[config.mk]
export PLATFORM = sky130hd
export DESIGN_NAME = shift_execute_flat
export DESIGN_NICKNAME = d
export VERILOG_FILES = /design/src/shift_pkg.sv /design/src/shift_if.sv /design/src/shift_execute.sv /design/src/flat_wrapper.sv
export SDC_FILE = /design/constraint.sdc
export NUM_CORES = 1
export LEC_CHECK = 0
export BUFFER_PORTS_ARGS = -buffer_cell sky130_fd_sc_hd__buf_4
export CELL_PAD_IN_SITES_DETAIL_PLACEMENT = 0
export CELL_PAD_IN_SITES_GLOBAL_PLACEMENT = 1
export CORE_MARGIN = 10
export CORE_UTILIZATION = 41
export DETAILED_ROUTE_END_ITERATION = 16
export HOLD_SLACK_MARGIN = 0.08
export PLACE_DENSITY_LB_ADDON = 0.1
export REMOVE_ABC_BUFFERS = 1
export SLEW_MARGIN = 10
export SYNTH_ARGS = -nofsm -noshare
export SYNTH_HDL_FRONTEND = slang
export SYNTH_SLANG_ARGS = --single-unit
[constraint.sdc]
create_clock -name CLK -period 0.8 [get_ports CLK]
set_input_delay 0.12 -clock CLK [delete_from_list [all_inputs] [get_ports CLK]]
set_output_delay 0.12 -clock CLK [all_outputs]
set_load 0.01 [all_outputs]
[src/shift_pkg.sv]
package shift_pkg;

	localparam int xlen    = 64;
	localparam int nreg    = 32;
	localparam int shamt_w = 6;
	localparam int fun_w   = 3;

	// Bit positions in the one-hot fun field
	localparam int fun_sll = 2;
	localparam int fun_srl = 1;
	localparam int fun_sra = 0;

	typedef logic [4:0] reg_addr_t;

	typedef enum logic [3:0] {
		slli, slliw, sll, sllw,
		srli, srliw, srl, srlw,
		srai, sraiw, sra, sraw
	} shift_op_e;

	typedef struct packed {
		shift_op_e           op;
		reg_addr_t           rd;
		reg_addr_t           rs1;
		reg_addr_t           rs2;
		logic [shamt_w-1:0]  shamt;
	} issue_entry_t;

	typedef struct packed {
		logic [fun_w-1:0]  fun;
		reg_addr_t         rd;
		logic [xlen-1:0]   op1;
		logic [xlen-1:0]   op2;
		logic              is32;
	} exe_packet_t;

	function automatic logic op_is_imm(shift_op_e op);
		return op inside {slli, slliw, srli, srliw, srai, sraiw};
	endfunction

	function automatic logic op_is_word(shift_op_e op);
		return op inside {slliw, sllw, srliw, srlw, sraiw, sraw};
	endfunction

	function automatic logic [fun_w-1:0] op_fun(shift_op_e op);
		logic [fun_w-1:0] f;
		f = '0;
		case (op)
			slli, slliw, sll, sllw: f[fun_sll] = 1'b1;
			srli, srliw, srl, srlw: f[fun_srl] = 1'b1;
			default:                f[fun_sra] = 1'b1;
		endcase
		return f;
	endfunction

endpackage
[src/shift_if.sv]


// Shifter is always ready, so no back-pressure
interface exe_if;
	import shift_pkg::*;

	logic         valid;
	exe_packet_t  packet;

	modport source (output valid, packet);
	modport sink   (input  valid, packet);
endinterface

interface rf_if;
	import shift_pkg::*;

	logic [xlen-1:0]  regs [nreg];
	logic [nreg-1:0]  pending;
	logic             wb_en;
	reg_addr_t        wb_rd;
	logic [xlen-1:0]  wb_data;
	logic             set_pend;
	reg_addr_t        pend_rd;

	modport owner (
		output regs, pending,
		input  wb_en, wb_rd, wb_data, set_pend, pend_rd
	);
	modport dispatch  (input pending, output set_pend, pend_rd);
	modport read      (input regs, pending);
	modport writeback (output wb_en, wb_rd, wb_data);
endinterface

[src/shift_execute.sv]
`timescale 1ns/1ns

module shift_execute (
	input  logic       CLK,
	input  logic       arst_n,

	exe_if.sink        exe,
	rf_if.writeback    rf
);
	import shift_pkg::*;

	logic [shamt_w-1:0]  amt;
	logic [31:0]         lo;
	logic [31:0]         res32;
	logic [xlen-1:0]     res64;
	logic [xlen-1:0]     result;

	always_comb begin
		amt = exe.packet.op2[shamt_w-1:0];    // W forms use amt[4:0]
		lo  = exe.packet.op1[31:0];
		if (exe.packet.fun[fun_sll]) begin
			res64 = exe.packet.op1 << amt;
			res32 = lo << amt[4:0];
		end else if (exe.packet.fun[fun_srl]) begin
			res64 = exe.packet.op1 >> amt;
			res32 = lo >> amt[4:0];
		end else begin
			res64 = $signed(exe.packet.op1) >>> amt;
			res32 = $signed(lo) >>> amt[4:0];
		end
		result = exe.packet.is32 ? {{32{res32[31]}}, res32} : res64;
	end

	always_ff @(posedge CLK or negedge arst_n) begin
		if (!arst_n) begin
			rf.wb_en <= 1'b0;
		end else begin
			rf.wb_en <= exe.valid;
		end
	end

	always_ff @(posedge CLK) begin
		if (exe.valid) begin
			rf.wb_rd   <= exe.packet.rd;
			rf.wb_data <= result;
		end
	end

	a_fun_onehot: assert property (
		@(posedge CLK) disable iff (!arst_n)
		exe.valid |-> $onehot(exe.packet.fun)
	) else $error("fun not one-hot: %b", exe.packet.fun);

endmodule

[src/flat_wrapper.sv]
// flat-port wrapper written by rule: the top's interface ports become plain ports
module shift_execute_flat import shift_pkg::*;
  (CLK, arst_n, exe_valid, exe_packet, rf_wb_en, rf_wb_rd, rf_wb_data);
  exe_if exe_i ();
  rf_if rf_i ();
  input  logic CLK;
  input  logic arst_n;
  input wire logic [$bits(exe_i.valid)-1:0] exe_valid;
  input wire logic [$bits(exe_i.packet)-1:0] exe_packet;
  output wire logic [$bits(rf_i.wb_en)-1:0] rf_wb_en;
  output wire logic [$bits(rf_i.wb_rd)-1:0] rf_wb_rd;
  output wire logic [$bits(rf_i.wb_data)-1:0] rf_wb_data;
  assign exe_i.valid = exe_valid;
  assign exe_i.packet = exe_packet;
  assign rf_wb_en = rf_i.wb_en;
  assign rf_wb_rd = rf_i.wb_rd;
  assign rf_wb_data = rf_i.wb_data;
  shift_execute u_core (.CLK(CLK), .arst_n(arst_n), .exe(exe_i), .rf(rf_i));
endmodule
; ---- Word-level counts from Yosys, hierarchy flattened
; Index checks and enable logic that the tools add are counted.
[word_totals]
regBits = 70
out_inout_bits = 70
elab_cells = 14
[classes]
shifts = 6
mux = 5
[op_table]
columns = cell, n
row1 = 64-bit two-way mux, 3
row2 = 32-bit two-way mux, 2
row3 = 64-bit by 6-bit << shifter with 64-bit output, 1
row4 = 64-bit by 6-bit right shift with 64-bit output, 1
row5 = 64-bit by 6-bit >>> shifter with 64-bit output, 1
row6 = 32-bit by 5-bit << shifter with 32-bit output, 1
row7 = 32-bit by 5-bit right shift with 32-bit output, 1
row8 = 32-bit by 5-bit >>> shifter with 32-bit output, 1

; ---- Depth between registers and ports, before layout
; Gate-level depths: netlist (run 1).
[depth]
depth_word = 4
depth_mapped = 12
mapped_depth_nobuf = 6

; ---- Worst setup path after synthesis (run 1)
; OpenSTA, ideal clock, no wires.
[synth_timing]
path_type = input-to-reg
startpoint = input exe_packet[3]
endpoint = register u_core.rf.wb_data[18] (data pin)
setup_slack_ns = -1.533
setup_ns = 0.272
required_ns = 0.528
t_arrival_ns = 2.061
path_stages = 9
cell_sequence = buf_2 > buf_2 > buf_1 > mux4_2 > mux2_2 > mux2i_1 > nor2_1 > a2111oi_1 > o22ai_1
[synth_via]
elab_chain_len = 4
[synth_lines]
columns = element, line_no
row1 = "start, declared", flat_wrapper.sv:9  ; input wire logic [$bits(exe_i.packet)-1:0] exe_packet;
row2 = 64-bit by 6-bit >>> shifter with 64-bit output (tied with other cells), shift_execute.sv:28  ; res64 = $signed(exe.packet.op1) >>> amt;
row3 = 64-bit two-way mux / 32-bit two-way mux (equally long branches), shift_execute.sv:24  ; end else if (exe.packet.fun[fun_srl]) begin
row4 = 64-bit two-way mux / 32-bit two-way mux (equally long branches), shift_execute.sv:21  ; if (exe.packet.fun[fun_sll]) begin
row5 = 64-bit two-way mux *, shift_execute.sv:31  ; result = exe.packet.is32 ? {{32{res32[31]}}, res32} : res64;
row6 = via u_core.result[18], shift_execute.sv:16  ; logic [xlen-1:0] result;
row7 = "end signal, assigned", shift_execute.sv:45  ; rf.wb_data <= result;
row8 = "end, declared", shift_if.sv:31  ; modport writeback (output wb_en, wb_rd, wb_data);
; Mark *: on every way through the listed nets, which the timed path passes. The rest lies on a longest branch.
; A chain may end at the register's enable or synchronous reset.

; ---- Worst setup path after layout (run 1)
[layout_timing]
startpoint = input exe_packet[1]
endpoint = register u_core.rf.wb_data[56] (data pin)
; The elaborated chain is that of the path after synthesis.

==> results of run 1 <==
-- area by class of cell --
cell class                 count  area (um^2)  share of cell area
clock buffer                  10          229              0.0107
timing repair buffer         842         7500               0.351
inverter                      13         50.0             0.00235
multi-input combinational   1124        10900               0.511
sequential                    70         2100              0.0983
antenna                        2         5.00            0.000235
tap                          390          488              0.0229
clock inverter                 6         70.1             0.00328
-- power by group through the flow --
stage	sequential, mW	clock [mW]	combinational [mW]
after floorplan	5.00	0	4.96
after global placement	4.81	0	13.9
after detailed placement	4.82	0	14.0
after CTS	4.80	4.30	15.4
after global routing	4.86	4.48	17.6
final	4.82	4.29	17.3
-- kinds of logic after synthesis --
kind of cell / count (synthesis) / share of synthesized area
flops: 70 / 0.168
mux: 333 / 0.390
compound gates: 448 / 0.251
simple gates: 343 / 0.123
buf+inv: 169 / 0.0678
-- worst max-delay path: cells and delay by family --
kind | cells | cell delay, ps
multiplexers | 3 | 1090
buffers and inverters | 4 | 540
AO/OA/AOI/OAI | 3 | 620
-- final timing paths --
path                                                   end           from  slack (ps)  depth (start not counted)
max in group asynchronous        u_core.rf.wb_en$_DFF_PN0_         arst_n         100                          3
min                              u_core.rf.wb_en$_DFF_PN0_      exe_valid         140                          2
max                        u_core.rf.wb_data[56]$_DFFE_PP_  exe_packet[1]       -1380                         10
min in group asynchronous        u_core.rf.wb_en$_DFF_PN0_         arst_n         600                          3
-- layer usage --
metal | vias to the layer above | routed length (um)
met4 | 4 | 6270
met1 | 8264 | 29700
met2 | 1637 | 34900
li1 | 6907 | -
met3 | 403 | 11700
met5 | - | 28
-- synth_stat cells (all sizes together) (4+ instances only) --
cell type    n
a311oi       5
edfxtp      69
mux2i      138
a22o        18
a21o         6
o21a        14
mux4       114
nand3       28
or2          9
a221oi      16
and3         8
nor2b        9
inv         10
o211ai      20
clkbuf      81
a211o        8
a2bb2oi      6
a22oi       21
o31ai       14
o221a       11
nand2b      12
a31oi       20
o41ai        4
o2111ai      5
o22a         5
nand2      116
buf         75
or3          4
o21ai       93
o22ai       26
a2111oi      7
and2         9
o32ai        9
nor2       111
mux2        81
a221o        6
a211oi      19
o221ai      19
a21oi       74
nor3        27
-- sequential cells by signal (all words and copies together) (netlist names) --
signal,count
u_core.rf.wb_data,64
u_core.rf.wb_rd,5
u_core.rf.wb_en,1
-- stage by stage --
step / hold slack [ps] / setup WS [ps] / instances / setup TNS, ps
6_report: 142 / -1380 / 2457 / -95120
4_1_cts: 143 / -1290 / 2426 / -90890
3_3_place_gp: -105 / -2190 / 2390 / -116910
3_5_place_dp: -103 / -2110 / 2390 / -118850
2_1_floorplan: -176 / -2860 / 1207 / -151560
5_1_grt: 148 / -1380 / 2456 / -97860
-- what timing repair did --
item | CTS | global route
setup endpoints to repair | 134 | 134
pin swaps | 37 | 49
gates cloned | 4 | 7
hold buffers | 7 | 0
buffers inserted | 11 | 26
gates resized for setup | 285 | 176
hold endpoints to repair | 6 | 0
==> impl_metrics.json, run 1 <==
{
  "root_buffer": "clkbuf_16",
  "viasPerCell": 7.01,
  "grt_first_pass_wirelength_mm": 114,
  "synth_cell_type_count": 78,
  "core_area_um2": 29800,
  "final_common_cell": "buf_4",
  "critical_path.max_fanout": 10,
  "leakage_nw": 9.03,
  "grt_start_max_net_pins": 26,
  "fill_cells": 2171,
  "crit_slowest_cell": "mux4_2",
  "grt_pass1_vias": 16300,
  "worst_path_largest_cell_delay_ps": 490,
  "ys_ff_latch": 70,
  "syn-cell-area_um2": 12500,
  "p_sw_mw": 11.1,
  "seq_area_frac_synth": 0.168,
  "drv_cap": 0,
  "grt-busiest-layer": "met2",
  "vias": 17200,
  "rsz0062_at_grt": "true",
  "hpwl_mm": 62.7,
  "die_y_um": 194,
  "fin_crit_sh": 2.73,
  "layout_setup_ws_ps": -1380,
  "layout-drive-gt1-share": 0.611,
  "cts_tree": "yes",
  "clkTransAtPathRegs_ps": 60,
  "detail_route.wl_per_cell_um": 33.6,
  "slew_viol_final": 0,
  "final_cell_mix": "672 x buf_4, 114 x nand2_1, 114 x mux4_2, 104 x buf_6, 100 x nor2_1",
  "yosys.area.top_type": "mux4_2",
  "ir_drop_mv": 1.12,
  "violations": "negative setup slack",
  "first_iter_violations": 2848,
  "io_pins": 210,
  "crit_chain": "buf_16 -> buf_12 -> buf_8 -> mux2i_4 -> buf_6 -> mux4_2 -> mux2_4 -> o221a_4 -> o21a_1 -> o21ai_1",
  "internal-power_mw": 15.4,
  "path_class": "in2reg",
  "powerDensity_nw_per_um2": 1240,
  "p_sw_frac": 0.419,
  "postSynthAreaPerCell_um2": 9.15,
  "placement.io_buffers": 150,
  "wl_mm": 82.5,
  "maxSlewHeadroom": 0.456,
  "arrival_ps": 2390,
  "crit_path_start_kind": "input port",
  "synth-edff-count": 69,
  "dieArea_um2": 37800,
  "status": "complete, but fails checks",
  "drt_drc_violations_left": 0,
  "tightest_slew_ps": 808,
  "synth-main-ff-cell": "edfxtp_1",
  "antenna_found_initial": 4,
  "p_total_mw": 26.5,
  "worst-endpoint-required_ps": 1010,
  "chipWidth_um": 194,
  "cts-htree-levels": 3,
  "finalHoldViolations": 0,
  "combPwrFrac": 0.655,
  "track_usage": 0.400,
  "use_met3": 0.110,
  "ant_nets": 0,
  "synth_warnings": 0,
  "start_util": 0.419,
  "fin_crit_ps": 2180,
  "finalWeightedCongestion": 1.16,
  "clock-sinks": 70,
  "netlist_top_cells_area": "mux4_2 20%, edfxtp_1 17%, mux2i_1 11%, mux2_2 7.2%, nand2_1 3.5%",
  "finalSetupViolCount": 134,
  "final_util": 0.716,
  "grtUsageMet1": 0.518,
  "place_area_um2": 18500,
  "cts_buffers": 9,
  "fin_area_um2": 21300,
  "gr-usage-met2": 0.592,
  "ys_async_sr_fraction": 0.0143,
  "power_frac_seq": 0.182,
  "cts_buffer_depth": 2,
  "critPathCaptureType": "register",
  "grt_overflow_total": 0,
  "num-nets-final": 2200,
  "syn_inst": 1363,
  "fmax_mhz": 458,
  "syn_to_final_growth_pct": 71.1,
  "dr.pass1.iters": 8,
  "hold_path.class": "in2reg",
  "std_cell_rows": 63,
  "netlist.area_leader.share": 0.204,
  "clockPowerShare": 0.162
}
No activity file was read; power rests on OpenSTA's default activity.
==> run 2: changes to the inputs <==
- SKIP_CTS_REPAIR_TIMING: default -> 1
- clock period: 0.8 -> 1.8 ns (I/O delays scaled with it)
==> run 2 against run 1 <==
  * The run still ends with negative setup slack left
  * Utilization shrank 2.5 points
  * Sequential share of layout area grew 0.35 points
  * First-iteration DRC count shrank 4.6%
  * Hold slack lost 52 ps
  * Cell count shrank 2.1%
  * Flip-flop and latch count is the same
  * Sequential power shrank 56%
  * Largest power group unchanged
  * Highest routed layer unchanged
==> impl_metrics.json, run 2 (same netlist as run 1, synthesis figures left out) <==
{
  "final_util": 0.691,
  "io_pins": 210,
  "fin_crit_sh": 1.28,
  "antenna_found_initial": 2,
  "grt_overflow_total": 0,
  "std_cell_rows": 63,
  "clock-sinks": 70,
  "arrival_ps": 2390,
  "ant_nets": 0,
  "regMostFlops": "u_core.rf.wb_data",
  "fin_crit_ps": 2300,
  "finalSetupViolCount": 64,
  "maxSlewHeadroom": 0.512,
  "detail_route.wl_per_cell_um": 33.9,
  "crit_path_start_kind": "input port",
  "path_class": "in2reg",
  "cts_buffers": 9,
  "hpwl_mm": 63.1,
  "viasPerCell": 7.10,
  "dr.pass1.iters": 7,
  "fin_cells": 2406,
  "final_common_cell": "buf_4",
  "ir_drop_mv": 0.447,
  "final_cell_mix": "691 x buf_4, 113 x nand2_1, 113 x mux4_2, 101 x nor2_1, 100 x mux2i_1",
  "grt_pass1_vias": 15800,
  "dp_cells": 2360,
  "drt_drc_violations_left": 0,
  "chipWidth_um": 194,
  "layout_setup_ws_ps": -501,
  "largest_register_ffs": 64,
  "dieArea_um2": 37800,
  "cts_buffer_depth": 2,
  "slew_viol_final": 0,
  "worst-endpoint-required_ps": 1890,
  "reg_top3": "u_core.rf.wb_data x64, u_core.rf.wb_rd x5, u_core.rf.wb_en x1",
  "finalHoldViolations": 0,
  "status": "complete, but fails checks",
  "hold_path.class": "in2reg",
  "leakage_nw": 8.67,
  "core_area_um2": 29800,
  "violations": "negative setup slack",
  "hold_ws_ps": 89.6,
  "finalWeightedCongestion": 1.13,
  "num-nets-final": 2149,
  "fin_area_um2": 20600,
  "root_buffer": "clkbuf_16",
  "powerDensity_nw_per_um2": 553,
  "placement.io_buffers": 150,
  "cts-htree-levels": 3,
  "first_iter_violations": 2716,
  "vias": 17100,
  "finalSetupTns_ps": -25120,
  "clkTransAtPathRegs_ps": 60,
  "critical_path.max_fanout": 7,
  "tightest_slew_ps": 731,
  "track_usage": 0.387,
  "wl_mm": 81.5,
  "critPathCaptureType": "register",
  "start_util": 0.419,
  "layout-drive-gt1-share": 0.592,
  "drv_cap": 0,
  "fmax_mhz": 435,
  "grt_first_pass_wirelength_mm": 110,
  "rsz0062_at_grt": "true",
  "die_y_um": 194,
  "cts_tree": "yes",
  "place_area_um2": 18300,
  "grt_start_max_net_pins": 33,
  "syn_to_final_growth_pct": 65.1
}
[run 2: critical path: stages]
cell and delay (ps):
clkbuf_16 170, buf_6 170, mux2i_2 330, buf_4 190, mux4_2 280, o22ai_2 130, a221o_1 370, a311oi_2 340
o21ai_2 120
[run 2: layout make-up]
type	count	area, um^2
inverters	13	58.8
fillers	2278	9200
well taps	390	488
repair buffers	791	6830
multi-input cells	1124	10800
clock inverters	5	58.8
flip-flops and latches	70	2100
diodes	2	5.00
clock buffers	11	243
[run 2: metal layers]
metal | global-route usage | vias up | routed length, um
met2 | 0.572 | 1710 | 34400
met4 | 0.199 | 4 | 6040
li1 | - | 6796 | -
met1 | 0.505 | 8152 | 29400
met5 | 0 | - | 147
met3 | 0.109 | 430 | 11600
[run 2: through the flow]
| stage | power (mW) | worst slack (ps) |
|---|---|---|
| finish | 11.4 | -501 |
| global route | 11.6 | -502 |
| detailed placement | 8.32 | -1400 |
| floorplan | 4.43 | -2010 |
| CTS | 10.2 | -1030 |
| global placement | 8.27 | -1340 |
[run 2: path summary, 6_finish.rpt]
check,endpoint,start,depth (start not counted),slack [ps]
worst max-delay path,u_core.rf.wb_data[46]$_DFFE_PP_,exe_packet[1],9,-500
worst min-delay path,u_core.rf.wb_rd[0]$_DFFE_PP_,exe_packet[129],1,90
max in group asynchronous,u_core.rf.wb_en$_DFF_PN0_,arst_n,2,1500
min in group asynchronous,u_core.rf.wb_en$_DFF_PN0_,arst_n,2,220
[run 2: report_power, final]
group | total [mW] | internal, mW | switching, mW
clock | 1.88 | 1.11 | 0.765
combinational | 7.39 | 3.48 | 3.92
sequential | 2.12 | 2.04 | 0.0812
