[src/shift_pkg.sv]
package shift_pkg;

	localparam int xlen    = 64;
	localparam int nreg    = 32;
	localparam int shamt_w = 6;
	localparam int fun_w   = 3;

	// Bit positions in the one-hot fun field
	localparam int fun_sll = 2;
	localparam int fun_srl = 1;
	localparam int fun_sra = 0;

	typedef logic [4:0] reg_addr_t;

	typedef enum logic [3:0] {
		slli, slliw, sll, sllw,
		srli, srliw, srl, srlw,
		srai, sraiw, sra, sraw
	} shift_op_e;

	typedef struct packed {
		shift_op_e           op;
		reg_addr_t           rd;
		reg_addr_t           rs1;
		reg_addr_t           rs2;
		logic [shamt_w-1:0]  shamt;
	} issue_entry_t;

	typedef struct packed {
		logic [fun_w-1:0]  fun;
		reg_addr_t         rd;
		logic [xlen-1:0]   op1;
		logic [xlen-1:0]   op2;
		logic              is32;
	} exe_packet_t;

	function automatic logic op_is_imm(shift_op_e op);
		return op inside {slli, slliw, srli, srliw, srai, sraiw};
	endfunction

	function automatic logic op_is_word(shift_op_e op);
		return op inside {slliw, sllw, srliw, srlw, sraiw, sraw};
	endfunction

	function automatic logic [fun_w-1:0] op_fun(shift_op_e op);
		logic [fun_w-1:0] f;
		f = '0;
		case (op)
			slli, slliw, sll, sllw: f[fun_sll] = 1'b1;
			srli, srliw, srl, srlw: f[fun_srl] = 1'b1;
			default:                f[fun_sra] = 1'b1;
		endcase
		return f;
	endfunction

endpackage
[src/shift_if.sv]
`timescale 1ns/1ns

// Buffer slots as seen by the issue stage
interface issue_buf_if #(
	parameter int dp = 4
);
	import shift_pkg::*;

	logic [dp-1:0]          malloc;
	issue_entry_t           entry [dp];
	logic                   pop;
	logic [$clog2(dp)-1:0]  pop_index;

	modport producer (
		output malloc, entry,
		input  pop, pop_index
	);

	modport consumer (
		input  malloc, entry,
		output pop, pop_index
	);
endinterface


interface rf_if;
	import shift_pkg::*;

	logic [xlen-1:0]  regs [nreg];
	logic [nreg-1:0]  pending;
	logic             wb_en;
	reg_addr_t        wb_rd;
	logic [xlen-1:0]  wb_data;
	logic             set_pend;
	reg_addr_t        pend_rd;

	modport owner (
		output regs, pending,
		input  wb_en, wb_rd, wb_data, set_pend, pend_rd
	);
	modport dispatch  (input pending, output set_pend, pend_rd);
	modport read      (input regs, pending);
	modport writeback (output wb_en, wb_rd, wb_data);
endinterface

[src/shift_issue_buffer.sv]
`timescale 1ns/1ns

module shift_issue_buffer #(
	parameter int dp = 4
) (
	input  logic                    CLK,
	input  logic                    arst_n,

	input  logic                    dispatch_valid,
	output logic                    dispatch_ready,
	input  shift_pkg::issue_entry_t dispatch_entry,

	issue_buf_if.producer           ibuf,
	rf_if.dispatch                  rf
);

	localparam int iw = $clog2(dp);

	logic           live_q;    // Low only in the first cycle after reset
	logic           full;
	logic [iw-1:0]  free_idx;
	logic           waw;
	logic           war;
	logic           hazard;
	logic           accept;

	// ~~~~~~~~~~~~~~~~~~~~~~~~~~~~~~~~~~~~~~~~~~~~~~~~~~~~~~~~~~~~~~~~~~~~
	// Slot search and hazard stalls
	// ~~~~~~~~~~~~~~~~~~~~~~~~~~~~~~~~~~~~~~~~~~~~~~~~~~~~~~~~~~~~~~~~~~~~

	always_comb begin
		full     = &ibuf.malloc;
		free_idx = '0;
		for (int i = dp - 1; i >= 0; i--) begin
			if (!ibuf.malloc[i]) begin
				free_idx = iw'(i);    // Lowest free slot wins
			end
		end
	end

	// Pending covers everything up to writeback, issue register included
	assign waw = rf.pending[dispatch_entry.rd];

	// A waiting reader of the new rd would see the younger value
	always_comb begin
		war = 1'b0;
		for (int i = 0; i < dp; i++) begin
			war = war | (ibuf.malloc[i] &
				((ibuf.entry[i].rs1 == dispatch_entry.rd) |
				 (ibuf.entry[i].rs2 == dispatch_entry.rd)));
		end
	end

	assign hazard         = (dispatch_entry.rd != '0) & (waw | war);    // x0 is never written
	assign dispatch_ready = live_q & ~full & ~hazard;
	assign accept         = dispatch_valid & dispatch_ready;

	assign rf.set_pend = accept & (dispatch_entry.rd != '0);
	assign rf.pend_rd  = dispatch_entry.rd;

	// ~~~~~~~~~~~~~~~~~~~~~~~~~~~~~~~~~~~~~~~~~~~~~~~~~~~~~~~~~~~~~~~~~~~~
	// Occupancy and slot storage
	// ~~~~~~~~~~~~~~~~~~~~~~~~~~~~~~~~~~~~~~~~~~~~~~~~~~~~~~~~~~~~~~~~~~~~

	always_ff @(posedge CLK or negedge arst_n) begin
		if (!arst_n) begin
			live_q      <= 1'b0;
			ibuf.malloc <= '0;
		end else begin
			live_q <= 1'b1;
			if (ibuf.pop) begin
				ibuf.malloc[ibuf.pop_index] <= 1'b0;
			end
			// Popped slot is still marked, so the two never collide
			if (accept) begin
				ibuf.malloc[free_idx] <= 1'b1;
			end
		end
	end

	always_ff @(posedge CLK) begin
		if (accept) begin
			ibuf.entry[free_idx] <= dispatch_entry;
		end
	end

	a_pop_allocated: assert property (
		@(posedge CLK) disable iff (!arst_n)
		ibuf.pop |-> ibuf.malloc[ibuf.pop_index]
	) else $error("pop names a free slot %0d", ibuf.pop_index);

endmodule

[src/flat_wrapper.sv]
// flat-port wrapper written by rule: the top's interface ports become plain ports
module shift_issue_buffer_flat 
#(
	parameter int dp = 4
)
  (CLK, arst_n, dispatch_valid, dispatch_ready, dispatch_entry, ibuf_malloc, ibuf_entry, ibuf_pop, ibuf_pop_index, rf_pending, rf_set_pend, rf_pend_rd);
  issue_buf_if #(.dp(dp)) ibuf_i ();
  rf_if rf_i ();
  input  logic CLK;
  input  logic arst_n;
  input  logic dispatch_valid;
  output logic dispatch_ready;
  input  shift_pkg::issue_entry_t dispatch_entry;
  output wire logic [$bits(ibuf_i.malloc)-1:0] ibuf_malloc;
  output wire logic [$bits(ibuf_i.entry)-1:0] ibuf_entry;
  input wire logic [$bits(ibuf_i.pop)-1:0] ibuf_pop;
  input wire logic [$bits(ibuf_i.pop_index)-1:0] ibuf_pop_index;
  input wire logic [$bits(rf_i.pending)-1:0] rf_pending;
  output wire logic [$bits(rf_i.set_pend)-1:0] rf_set_pend;
  output wire logic [$bits(rf_i.pend_rd)-1:0] rf_pend_rd;
  assign ibuf_malloc = ibuf_i.malloc;
  assign ibuf_entry = {>>{ibuf_i.entry}};
  assign ibuf_i.pop = ibuf_pop;
  assign ibuf_i.pop_index = ibuf_pop_index;
  assign rf_i.pending = rf_pending;
  assign rf_set_pend = rf_i.set_pend;
  assign rf_pend_rd = rf_i.pend_rd;
  shift_issue_buffer #(.dp(dp)) u_core (.CLK(CLK), .arst_n(arst_n), .dispatch_valid(dispatch_valid), .dispatch_ready(dispatch_ready), .dispatch_entry(dispatch_entry), .ibuf(ibuf_i), .rf(rf_i));
endmodule
[config.mk]
export PLATFORM = sky130hd
export DESIGN_NAME = shift_issue_buffer_flat
export DESIGN_NICKNAME = d
export VERILOG_FILES = /design/src/shift_pkg.sv /design/src/shift_if.sv /design/src/shift_issue_buffer.sv /design/src/flat_wrapper.sv
export SDC_FILE = /design/constraint.sdc
export NUM_CORES = 1
export LEC_CHECK = 0
export BUFFER_PORTS_ARGS = -buffer_cell sky130_fd_sc_hd__buf_4
export CAP_MARGIN = 10
export CORE_MARGIN = 5
export CORE_UTILIZATION = 35
export DETAILED_ROUTE_END_ITERATION = 7
export HOLD_SLACK_MARGIN = 0.08
export MAX_ROUTING_LAYER = met4
export PLACE_DENSITY = 0.62
export SYNTH_ARGS = -nofsm -noshare
export SYNTH_HDL_FRONTEND = slang
export SYNTH_SLANG_ARGS = --single-unit
[constraint.sdc]
create_clock -name CLK -period 7.48 [get_ports CLK]
set_input_delay 0.374 -clock CLK [delete_from_list [all_inputs] [get_ports CLK]]
set_output_delay 0.374 -clock CLK [all_outputs]
set_load 0.05 [all_outputs]
; ---- Word-level counts from Yosys, hierarchy flattened
; Cells that the tools add are included.
[totals]
n_memories = 0
ram_bits = 0
out_inout_bits = 111
latchBits = 0
romBits = 0
regBits = 105
[op_classes]
muxes = 15
order_cmp = 7
eq_ne = 8
div_mod_pow = 0
bitwise = 23
mul = 0
reduce_logical = 5
shifts = 0
addsub = 0
[ops]
columns = op, count
row1 = 100-bit bitwise mux, 1
row2 = 25-bit demux with 2-bit select, 1
row3 = 5-bit equality test, 8
row4 = 25-bit two-way mux, 1
row5 = 1-bit AND, 9
row6 = 2-bit two-way mux, 4
row7 = 4-bit two-way mux, 2
row8 = 1-bit bitwise OR, 8
row9 = "2-bit by 3-bit less-than comparator with 1-bit output, second input constant", 2
row10 = "5-bit by 6-bit less-than comparator with 1-bit output, second input constant", 1
row11 = 1-bit binary-select mux with 5-bit select, 1
row12 = 5-bit nonzero test, 1
row13 = 4-bit AND, 1
row14 = 1-bit demux with 2-bit select, 2
row15 = "2-bit by 1-bit >= comparator with 1-bit output, second input constant", 2
row16 = 4-bit inverter, 1
row17 = 4-bit bitwise OR, 1
row18 = 4-bit AND reduction, 1
row19 = "3-bit >= comparator, second input constant", 1
row20 = 1-bit logical AND, 3
row21 = "3-bit by 1-bit less-than comparator with 1-bit output, second input constant", 1
row22 = 1-bit two-way mux, 3
row23 = 2-bit inverter with 3-bit output, 1
row24 = 1-bit inverter, 2

; ---- Depth between registers and ports, before layout
; Gate-level depths: netlist of the first run.
[logic_depth]
word_depth = 12
depth_mapped = 8
depth_no_buf = 6

; ---- Worst setup path before layout of the first run
; No wires, ideal clock.
[synth_path]
path_type = input to register
startpoint = input port dispatch_entry[18] in the netlist's numbering
endpoint = register, netlist name u_core.ibuf.entry[25]
arrival_ps = 3482
stages = 7
required_ps = 7042
setup_time_ps = 438
slack_ps = 3560
cell_sequence = buf_4 mux2_2 nor3b_1 a2111oi_0 nor4_2 o2111ai_2 nor3_1
[synth_via]
elab_chain_len = 11
elab_cells_between_ends = 27
classes_between = eq/ne: 8 / mux: 2 / bitwise: 16 / reduce/logical: 1
[synth_rtl]
columns = element, line
row1 = "start, declared", flat_wrapper.sv:13  ; input shift_pkg::issue_entry_t dispatch_entry;
row2 = 5-bit equality test (on tied branches), "shift_issue_buffer.sv:49, shift_issue_buffer.sv:50"
row3 = 1-bit bitwise OR, shift_issue_buffer.sv:49  ; ((ibuf.entry[i].rs1 == dispatch_entry.rd) |
row4 = 1-bit AND, shift_issue_buffer.sv:48  ; war = war | (ibuf.malloc[i] &
row5 = 1-bit bitwise OR (3 in series), shift_issue_buffer.sv:48
row6 = 1-bit bitwise OR, shift_issue_buffer.sv:54  ; assign hazard = (dispatch_entry.rd != '0) & (waw | war);
row7 = 1-bit AND *, shift_issue_buffer.sv:54
row8 = 1-bit inverter *, shift_issue_buffer.sv:55  ; assign dispatch_ready = live_q & ~full & ~hazard;
row9 = 1-bit AND *, shift_issue_buffer.sv:55
row10 = 1-bit AND *, shift_issue_buffer.sv:56  ; assign accept = dispatch_valid & dispatch_ready;
; Mark *: on every way between the ends. The rest lies on a longest branch, timed or not. The select of a mux whose other input is x is not followed.
; A chain may end at the register's enable or synchronous reset.

; ---- Worst setup path after layout of the first run
[layout_path]
startpoint = input port dispatch_entry[16] in the netlist's numbering
endpoint = output port rf_set_pend
[layout_via]
elab_chain_len = 12
elab_cells_between_ends = 28
classes_between = eq/ne: 8 / mux: 2 / bitwise: 17 / reduce/logical: 1
[layout_rtl]
columns = element, line
row1 = 5-bit equality test (on tied branches), "shift_issue_buffer.sv:49, shift_issue_buffer.sv:50"
row2 = 1-bit bitwise OR, shift_issue_buffer.sv:49
row3 = 1-bit AND, shift_issue_buffer.sv:48
row4 = 1-bit bitwise OR (3 in series), shift_issue_buffer.sv:48
row5 = 1-bit bitwise OR, shift_issue_buffer.sv:54
row6 = 1-bit AND, shift_issue_buffer.sv:54
row7 = 1-bit inverter, shift_issue_buffer.sv:55
row8 = 1-bit AND, shift_issue_buffer.sv:55
row9 = 1-bit AND, shift_issue_buffer.sv:56
row10 = 1-bit AND *, shift_issue_buffer.sv:58  ; assign rf.set_pend = accept & (dispatch_entry.rd != '0);
row11 = "end, declared", flat_wrapper.sv:19  ; output wire logic [$bits(rf_i.set_pend)-1:0] rf_set_pend;
; Marks and branches as above.

==> results of run 1 <==
## layout make-up
class | instances | area (um2)
Clock buffer | 9 | 225
Timing Repair Buffer | 176 | 1320
Clock inverter | 6 | 50.0
Fill cell | 1010 | 5700
Multi-Input combinational cell | 114 | 947
Sequential cell | 105 | 3130
Tap cell | 143 | 179
Inverter | 3 | 11.3
## per-stage QoR
| stage | utilization, % | cells |
|---|---|---|
| after floorplan | - | 236 |
| after global placement | 48.2 | 540 |
| after detailed placement | 48.2 | 540 |
| after CTS | 50.7 | 556 |
| after global routing | 50.7 | 556 |
| final | 50.7 | 556 |
## worst max-delay path, cell delays in order
cell and delay (ps):
buf_4 300, mux4_1 610, inv_1 70, a2111oi_0 120, nor4_2 420, o2111ai_2 390
nor3b_1 300, buf_4 240
## cell families after synthesis
| logic type | Yosys count | synth area share [%] |
|---|---|---|
| compound gates | 20 | 3.60 |
| flops | 105 | 75.1 |
| other cells | 1 | 0.0900 |
| buf+inv | 17 | 2.79 |
| mux | 10 | 4.05 |
| simple gates | 43 | 5.98 |
| xor+xnor | 40 | 8.41 |
## cells in the mapped netlist, types with 2 or more instances
master	instances
edfxtp_1	100
nand2b_1	4
mux2i_1	3
o21ai_0	6
a2111oi_0	3
mux4_1	4
nor4_1	3
nor3_1	2
nand2_1	10
nor3b_1	3
o22ai_1	4
buf_6	3
mux2_2	3
nand4_1	9
buf_4	7
o31ai_1	2
xnor2_1	40
buf_2	3
nor2_1	5
inv_1	3
dfrtp_1	5
## power groups by stage
stage               sequential, uW  clock, uW  combinational, uW
detailed placement             708          0                227
finish                         695        440                225
floorplan                      775          0               70.3
CTS                            695        453                228
global placement               708          0                225
global route                   698        481                238
## sequential cells by signal, indices dropped and copies added (netlist names)
register            flops
u_core.ibuf.malloc      4
u_core.live_q           1
u_core.ibuf.entry     100
## layer usage
layer | global-route usage [%] | up-vias
met5 | - | -
met4 | 3.84 | 0
met3 | 4.69 | 8
met2 | 24.8 | 115
met1 | 19.4 | 1316
li1 | - | 1246
## final timing paths
check	start	endpoint	cells after the start
max	dispatch_entry[16]	rf_set_pend	8
min in group asynchronous	arst_n	u_core.ibuf.malloc[2]	2
max in group asynchronous	arst_n	u_core.ibuf.malloc[1]	2
max reg2reg	u_core.ibuf.entry[84]	u_core.ibuf.entry[50]	6
min reg2reg	u_core.ibuf.malloc[3]	u_core.ibuf.malloc[3]	1
min	dispatch_entry[21]	u_core.ibuf.entry[71]	1
==> reports/results.txt, run 1 <==
Rows: 39
P per Cell Area: 232 nW/um2
Initial Util: 36.0%
Fin nets: 472
Layout cells sized above 1: 48.4%
Post-Synthesis Cells: 236
WL met2: 5380 um
Routed length on met3: 901 um
CTS HTree Levels: 3
Slew Viols, Final: 0
Gate power share: 16.6%
Mean area per synthesized cell: 17.7 um2
Via count of the first global-routing pass: 2834
CP endpoint kind: output pin
Post-Syn Area: 4170 um2
Worst-path fanout max: 27
Via Count: 2685
HPWL after detailed placement: 7830 um
Top routing layer used: met4
Post-CTS repair timing setup buffer count: 0
F_max: 0.312 GHz
Die Wd: 119 um
Total power: 1360 uW
Routed met1 length: 4630 um
Inserted Diodes: 0
Root Driver: clkbuf_16
Final WL: 11000 um
First-pass GRT wire length: 16300 um
Initial antenna violation count: 0
Yosys reg bits: 105
Initial drt markers: 116
Chip Height: 119 um
Setup TNS: 0 ps
Drt drc: 0
Largest net degree at the start of global routing: 28
Total track usage: 15.5%
Type of the most critical hold path: in -> reg
Crit path DAT: 2830 ps
Pre-CTS setup slack: 3920 ps
Hold slack: 237 ps
GRT overflow: 0
Synth top area cells: edfxtp_1 72%, xnor2_1 8.4%, dfrtp_1 3.0%
Wirelength per Cell: 19.8 um
Switching Share: 28.1%
Post-synth net total: 299
Actual slew at the worst max-slew pin: 886 ps
CTS sink cnt: 105
Hold-fix buffers, CTS: 1
Seq pwr share: 51.1%
DRT antenna net count: 0
Area grow syn2layout: 40.8%
Die area: 14200 um2
Worst R2R Setup Slack: 4600 ps
Final period utilization: 42.8%
Critical path launch point type: input port
Post-route cell area: 5860 um2
CTS Buf Count: 9
Worst Skew: 6.34 ps
Synth Warn #: 0
Sequential fraction of the synthesis area: 75.1%
Clock network fraction of design power: 32.3%
CP required: 7110 ps
TritonCTS clock tree: built
Distinct cell type count after synthesis: 35
DR vias/cell: 4.83
LEAKAGE: 0.00221 uW
Most frequent cells in the layout: 175 x buf_4, 100 x edfxtp_1, 40 x xnor2_1, 10 x nand2_1
Critical Setup Path Class: in -> out
VDD IR-drop max: 100 uV
Clock Latency Late Sink: 340 ps
Max-Cap Viols: 0
Dpl cell area: 5580 um2
Outcome: finished, final reports clean
RSZ-0062 raised after global routing: false
Clock-pin slew on the worst setup and hold paths: 70 ps
I/O pin count: 174
Max-slew headroom: 40.8%
Setup slack after layout: 4280 ps
Main synth FF type: edfxtp_1
# resized after CTS: 0
IO buf count: 173
Core region area: 11600 um2
Most common cell after layout, fill and taps aside: buf_4
Synth top area share: 72.1%
Post-synth top area cell: edfxtp_1
Async SR Flop Fraction: 4.76%
Final hold vios: 0
DR pass1 iterations: 4
Post-synth EDFFs: 100
Fin crit period: 3200 ps
Gpl congestion: 0.806
Internal: 978 uW
Maximum clock insertion buffer count: 2
Setup Viol. Count Final: 0
Psw: 382 uW
Power figures use the tool's default switching activity.
==> run 2, diff against run 1 <==
Settings changed: PLACE_DENSITY 0.62 to 0.65.
Clock period 7.48 ns to 2.6 ns, I/O delays scaled along.
==> run 2 against run 1 <==
Sequential cell count is the same. Critical path type is now reg -> out. Global-route usage grew 0.69 points. Register-to-register slack lost 4300 ps. Highest routed layer unchanged. Sequential share of layout area shrank 3.8 points. Cell area grew 7.6%. Hold slack lost 100 ps. Clock skew grew 5.3 ps. Largest cell class unchanged.
==> reports/results.txt, run 2 (synthesis results as in run 1) <==
Outcome: finished, final reports clean
Initial antenna violation count: 0
Switching Share: 27.9%
Max-Cap Viols: 0
Final core utilization: 54.5%
DR vias/cell: 4.75
CTS HTree Levels: 3
Area grow syn2layout: 51.4%
Via Count: 2813
LEAKAGE: 0.00240 uW
Biggest regs: u_core.ibuf.entry: 100 flops, u_core.ibuf.malloc: 4 flops, u_core.live_q: 1 flops
Worst-path fanout max: 6
Clock-pin slew on the worst setup and hold paths: 80 ps
Critical Setup Path Class: reg -> out
Drt drc: 0
Internal: 2880 uW
Core region area: 11600 um2
Layout cells sized above 1: 48.6%
GRT overflow: 0
DR pass1 iterations: 4
Final period utilization: 93.6%
Via count of the first global-routing pass: 3099
Rows: 39
Setup slack after layout: 166 ps
Max reg flops: 100
Actual slew at the worst max-slew pin: 483 ps
Inserted Diodes: 0
Slew Viols, Final: 0
Psw: 1110 uW
Type of the most critical hold path: in -> async
Chip Height: 119 um
RSZ-0062 raised after global routing: false
Largest net degree at the start of global routing: 26
I/O pin count: 174
Critical path launch point type: flop
Initial Util: 36.0%
Pre-CTS setup slack: -127 ps
Max-slew headroom: 67.0%
Total track usage: 16.2%
CTS sink cnt: 105
Gate power share: 18.7%
Most frequent cells in the layout: 183 x buf_4, 100 x edfxtp_1, 40 x xnor2_1, 22 x dlygate4sd3_1, 10 x nand2_1
Dpl cell area: 5790 um2
Largest register by flop count: u_core.ibuf.entry
CTS Buf Count: 9
Gpl congestion: 0.817
Die Wd: 119 um
TritonCTS clock tree: built
CP required: 2470 ps
P per Cell Area: 633 nW/um2
Setup Viol. Count Final: 0
Seq pwr share: 49.8%
Post-route cell area: 6310 um2
Worst Skew: 11.7 ps
Fin nets: 507
IO buf count: 173
Wirelength per Cell: 19.0 um
First-pass GRT wire length: 17300 um
Fin crit period: 2430 ps
Crit path DAT: 2300 ps
Clock network fraction of design power: 31.5%
CP endpoint kind: output pin
VDD IR-drop max: 322 uV
Post-CTS repair timing setup buffer count: 0
Clock Latency Late Sink: 340 ps
HPWL after detailed placement: 8360 um
Maximum clock insertion buffer count: 2
F_max: 0.411 GHz
Final hold vios: 0
Die area: 14200 um2
Final WL: 11200 um
Initial drt markers: 172
Root Driver: clkbuf_16
DRT antenna net count: 0
Most common cell after layout, fill and taps aside: buf_4
run 2: cell count changes in the layout (fill, tap and decap cells not counted), moves of 2 or more:
cell,before,now
buf_4,175,183
nor3_2,2,0
inv_6,3,1
dlygate4sd3_1,1,22
nor3_4,0,2
buf_12,0,6
run 2: critical path, cell delays in order (launching register included):
cell	delay (ps)
edfxtp_1	420
xnor2_1	150
nand4_1	150
o22ai_1	140
nor4_4	370
o2111ai_4	280
nor3b_2	220
buf_4	220
run 2: metrics by stage:
step | instances | power, uW | TNS (ps) | hold slack (ps)
floorplan | 236 | 2440 | -18530 | -166
global placement | 554 | 2740 | 0 | -67.5
detailed placement | 554 | 2750 | -7180 | -65.9
CTS | 592 | 4030 | 0 | 116
global route | 592 | 4160 | 0 | 135
finish | 592 | 3990 | 0 | 132
run 2: what timing repair did:
item / in CTS / in global routing
hold buffers: 22 / 0
hold endpoints to repair: 87 / 0
setup endpoints to repair: 1 / 6
gates resized for setup: 1 / 2
pin swaps: 0 / 1
run 2: area by class of cell:
| cell class | instances | area (um2) |
|---|---|---|
| fillers | 952 | 5260 |
| inverters | 3 | 11.3 |
| well taps | 143 | 179 |
| flip-flops and latches | 105 | 3130 |
| clock inverters | 6 | 50.0 |
| repair buffers | 211 | 1710 |
| multi-input cells | 114 | 997 |
| clock buffers | 10 | 229 |
run 2: layer usage:
layer | share of wire, % | global-route usage [%] | vias up
met5 | 0 | - | -
met4 | 1.8 | 4.78 | 0
met3 | 7.6 | 4.31 | 16
met2 | 50 | 27.0 | 122
met1 | 41 | 19.4 | 1359
li1 | - | - | 1316
run 2: worst paths after layout:
kind | from | end | slack, ps | cells past startpoint
worst max-delay path | u_core.ibuf.entry[65] | rf_set_pend | 170 | 7
worst min-delay path | arst_n | u_core.ibuf.malloc[1] | 130 | 2
worst max register to register | u_core.ibuf.entry[65] | u_core.ibuf.entry[48] | 260 | 7
worst min register to register | u_core.ibuf.malloc[3] | u_core.ibuf.malloc[3] | 650 | 2
max in group asynchronous | arst_n | u_core.ibuf.malloc[3] | 2360 | 2
min in group CLK | ibuf_pop_index[0] | u_core.ibuf.malloc[3] | 140 | 4
run 2: power by group through the flow:
stage          Clock, uW  Sequential (uW)  Combinational (uW)
2_1_floorplan          0             2230                 213
3_3_place_gp           0             2020                 714
3_5_place_dp           0             2030                 724
4_1_cts             1290             1990                 754
5_1_grt             1370             2000                 790
6_report            1260             1990                 747
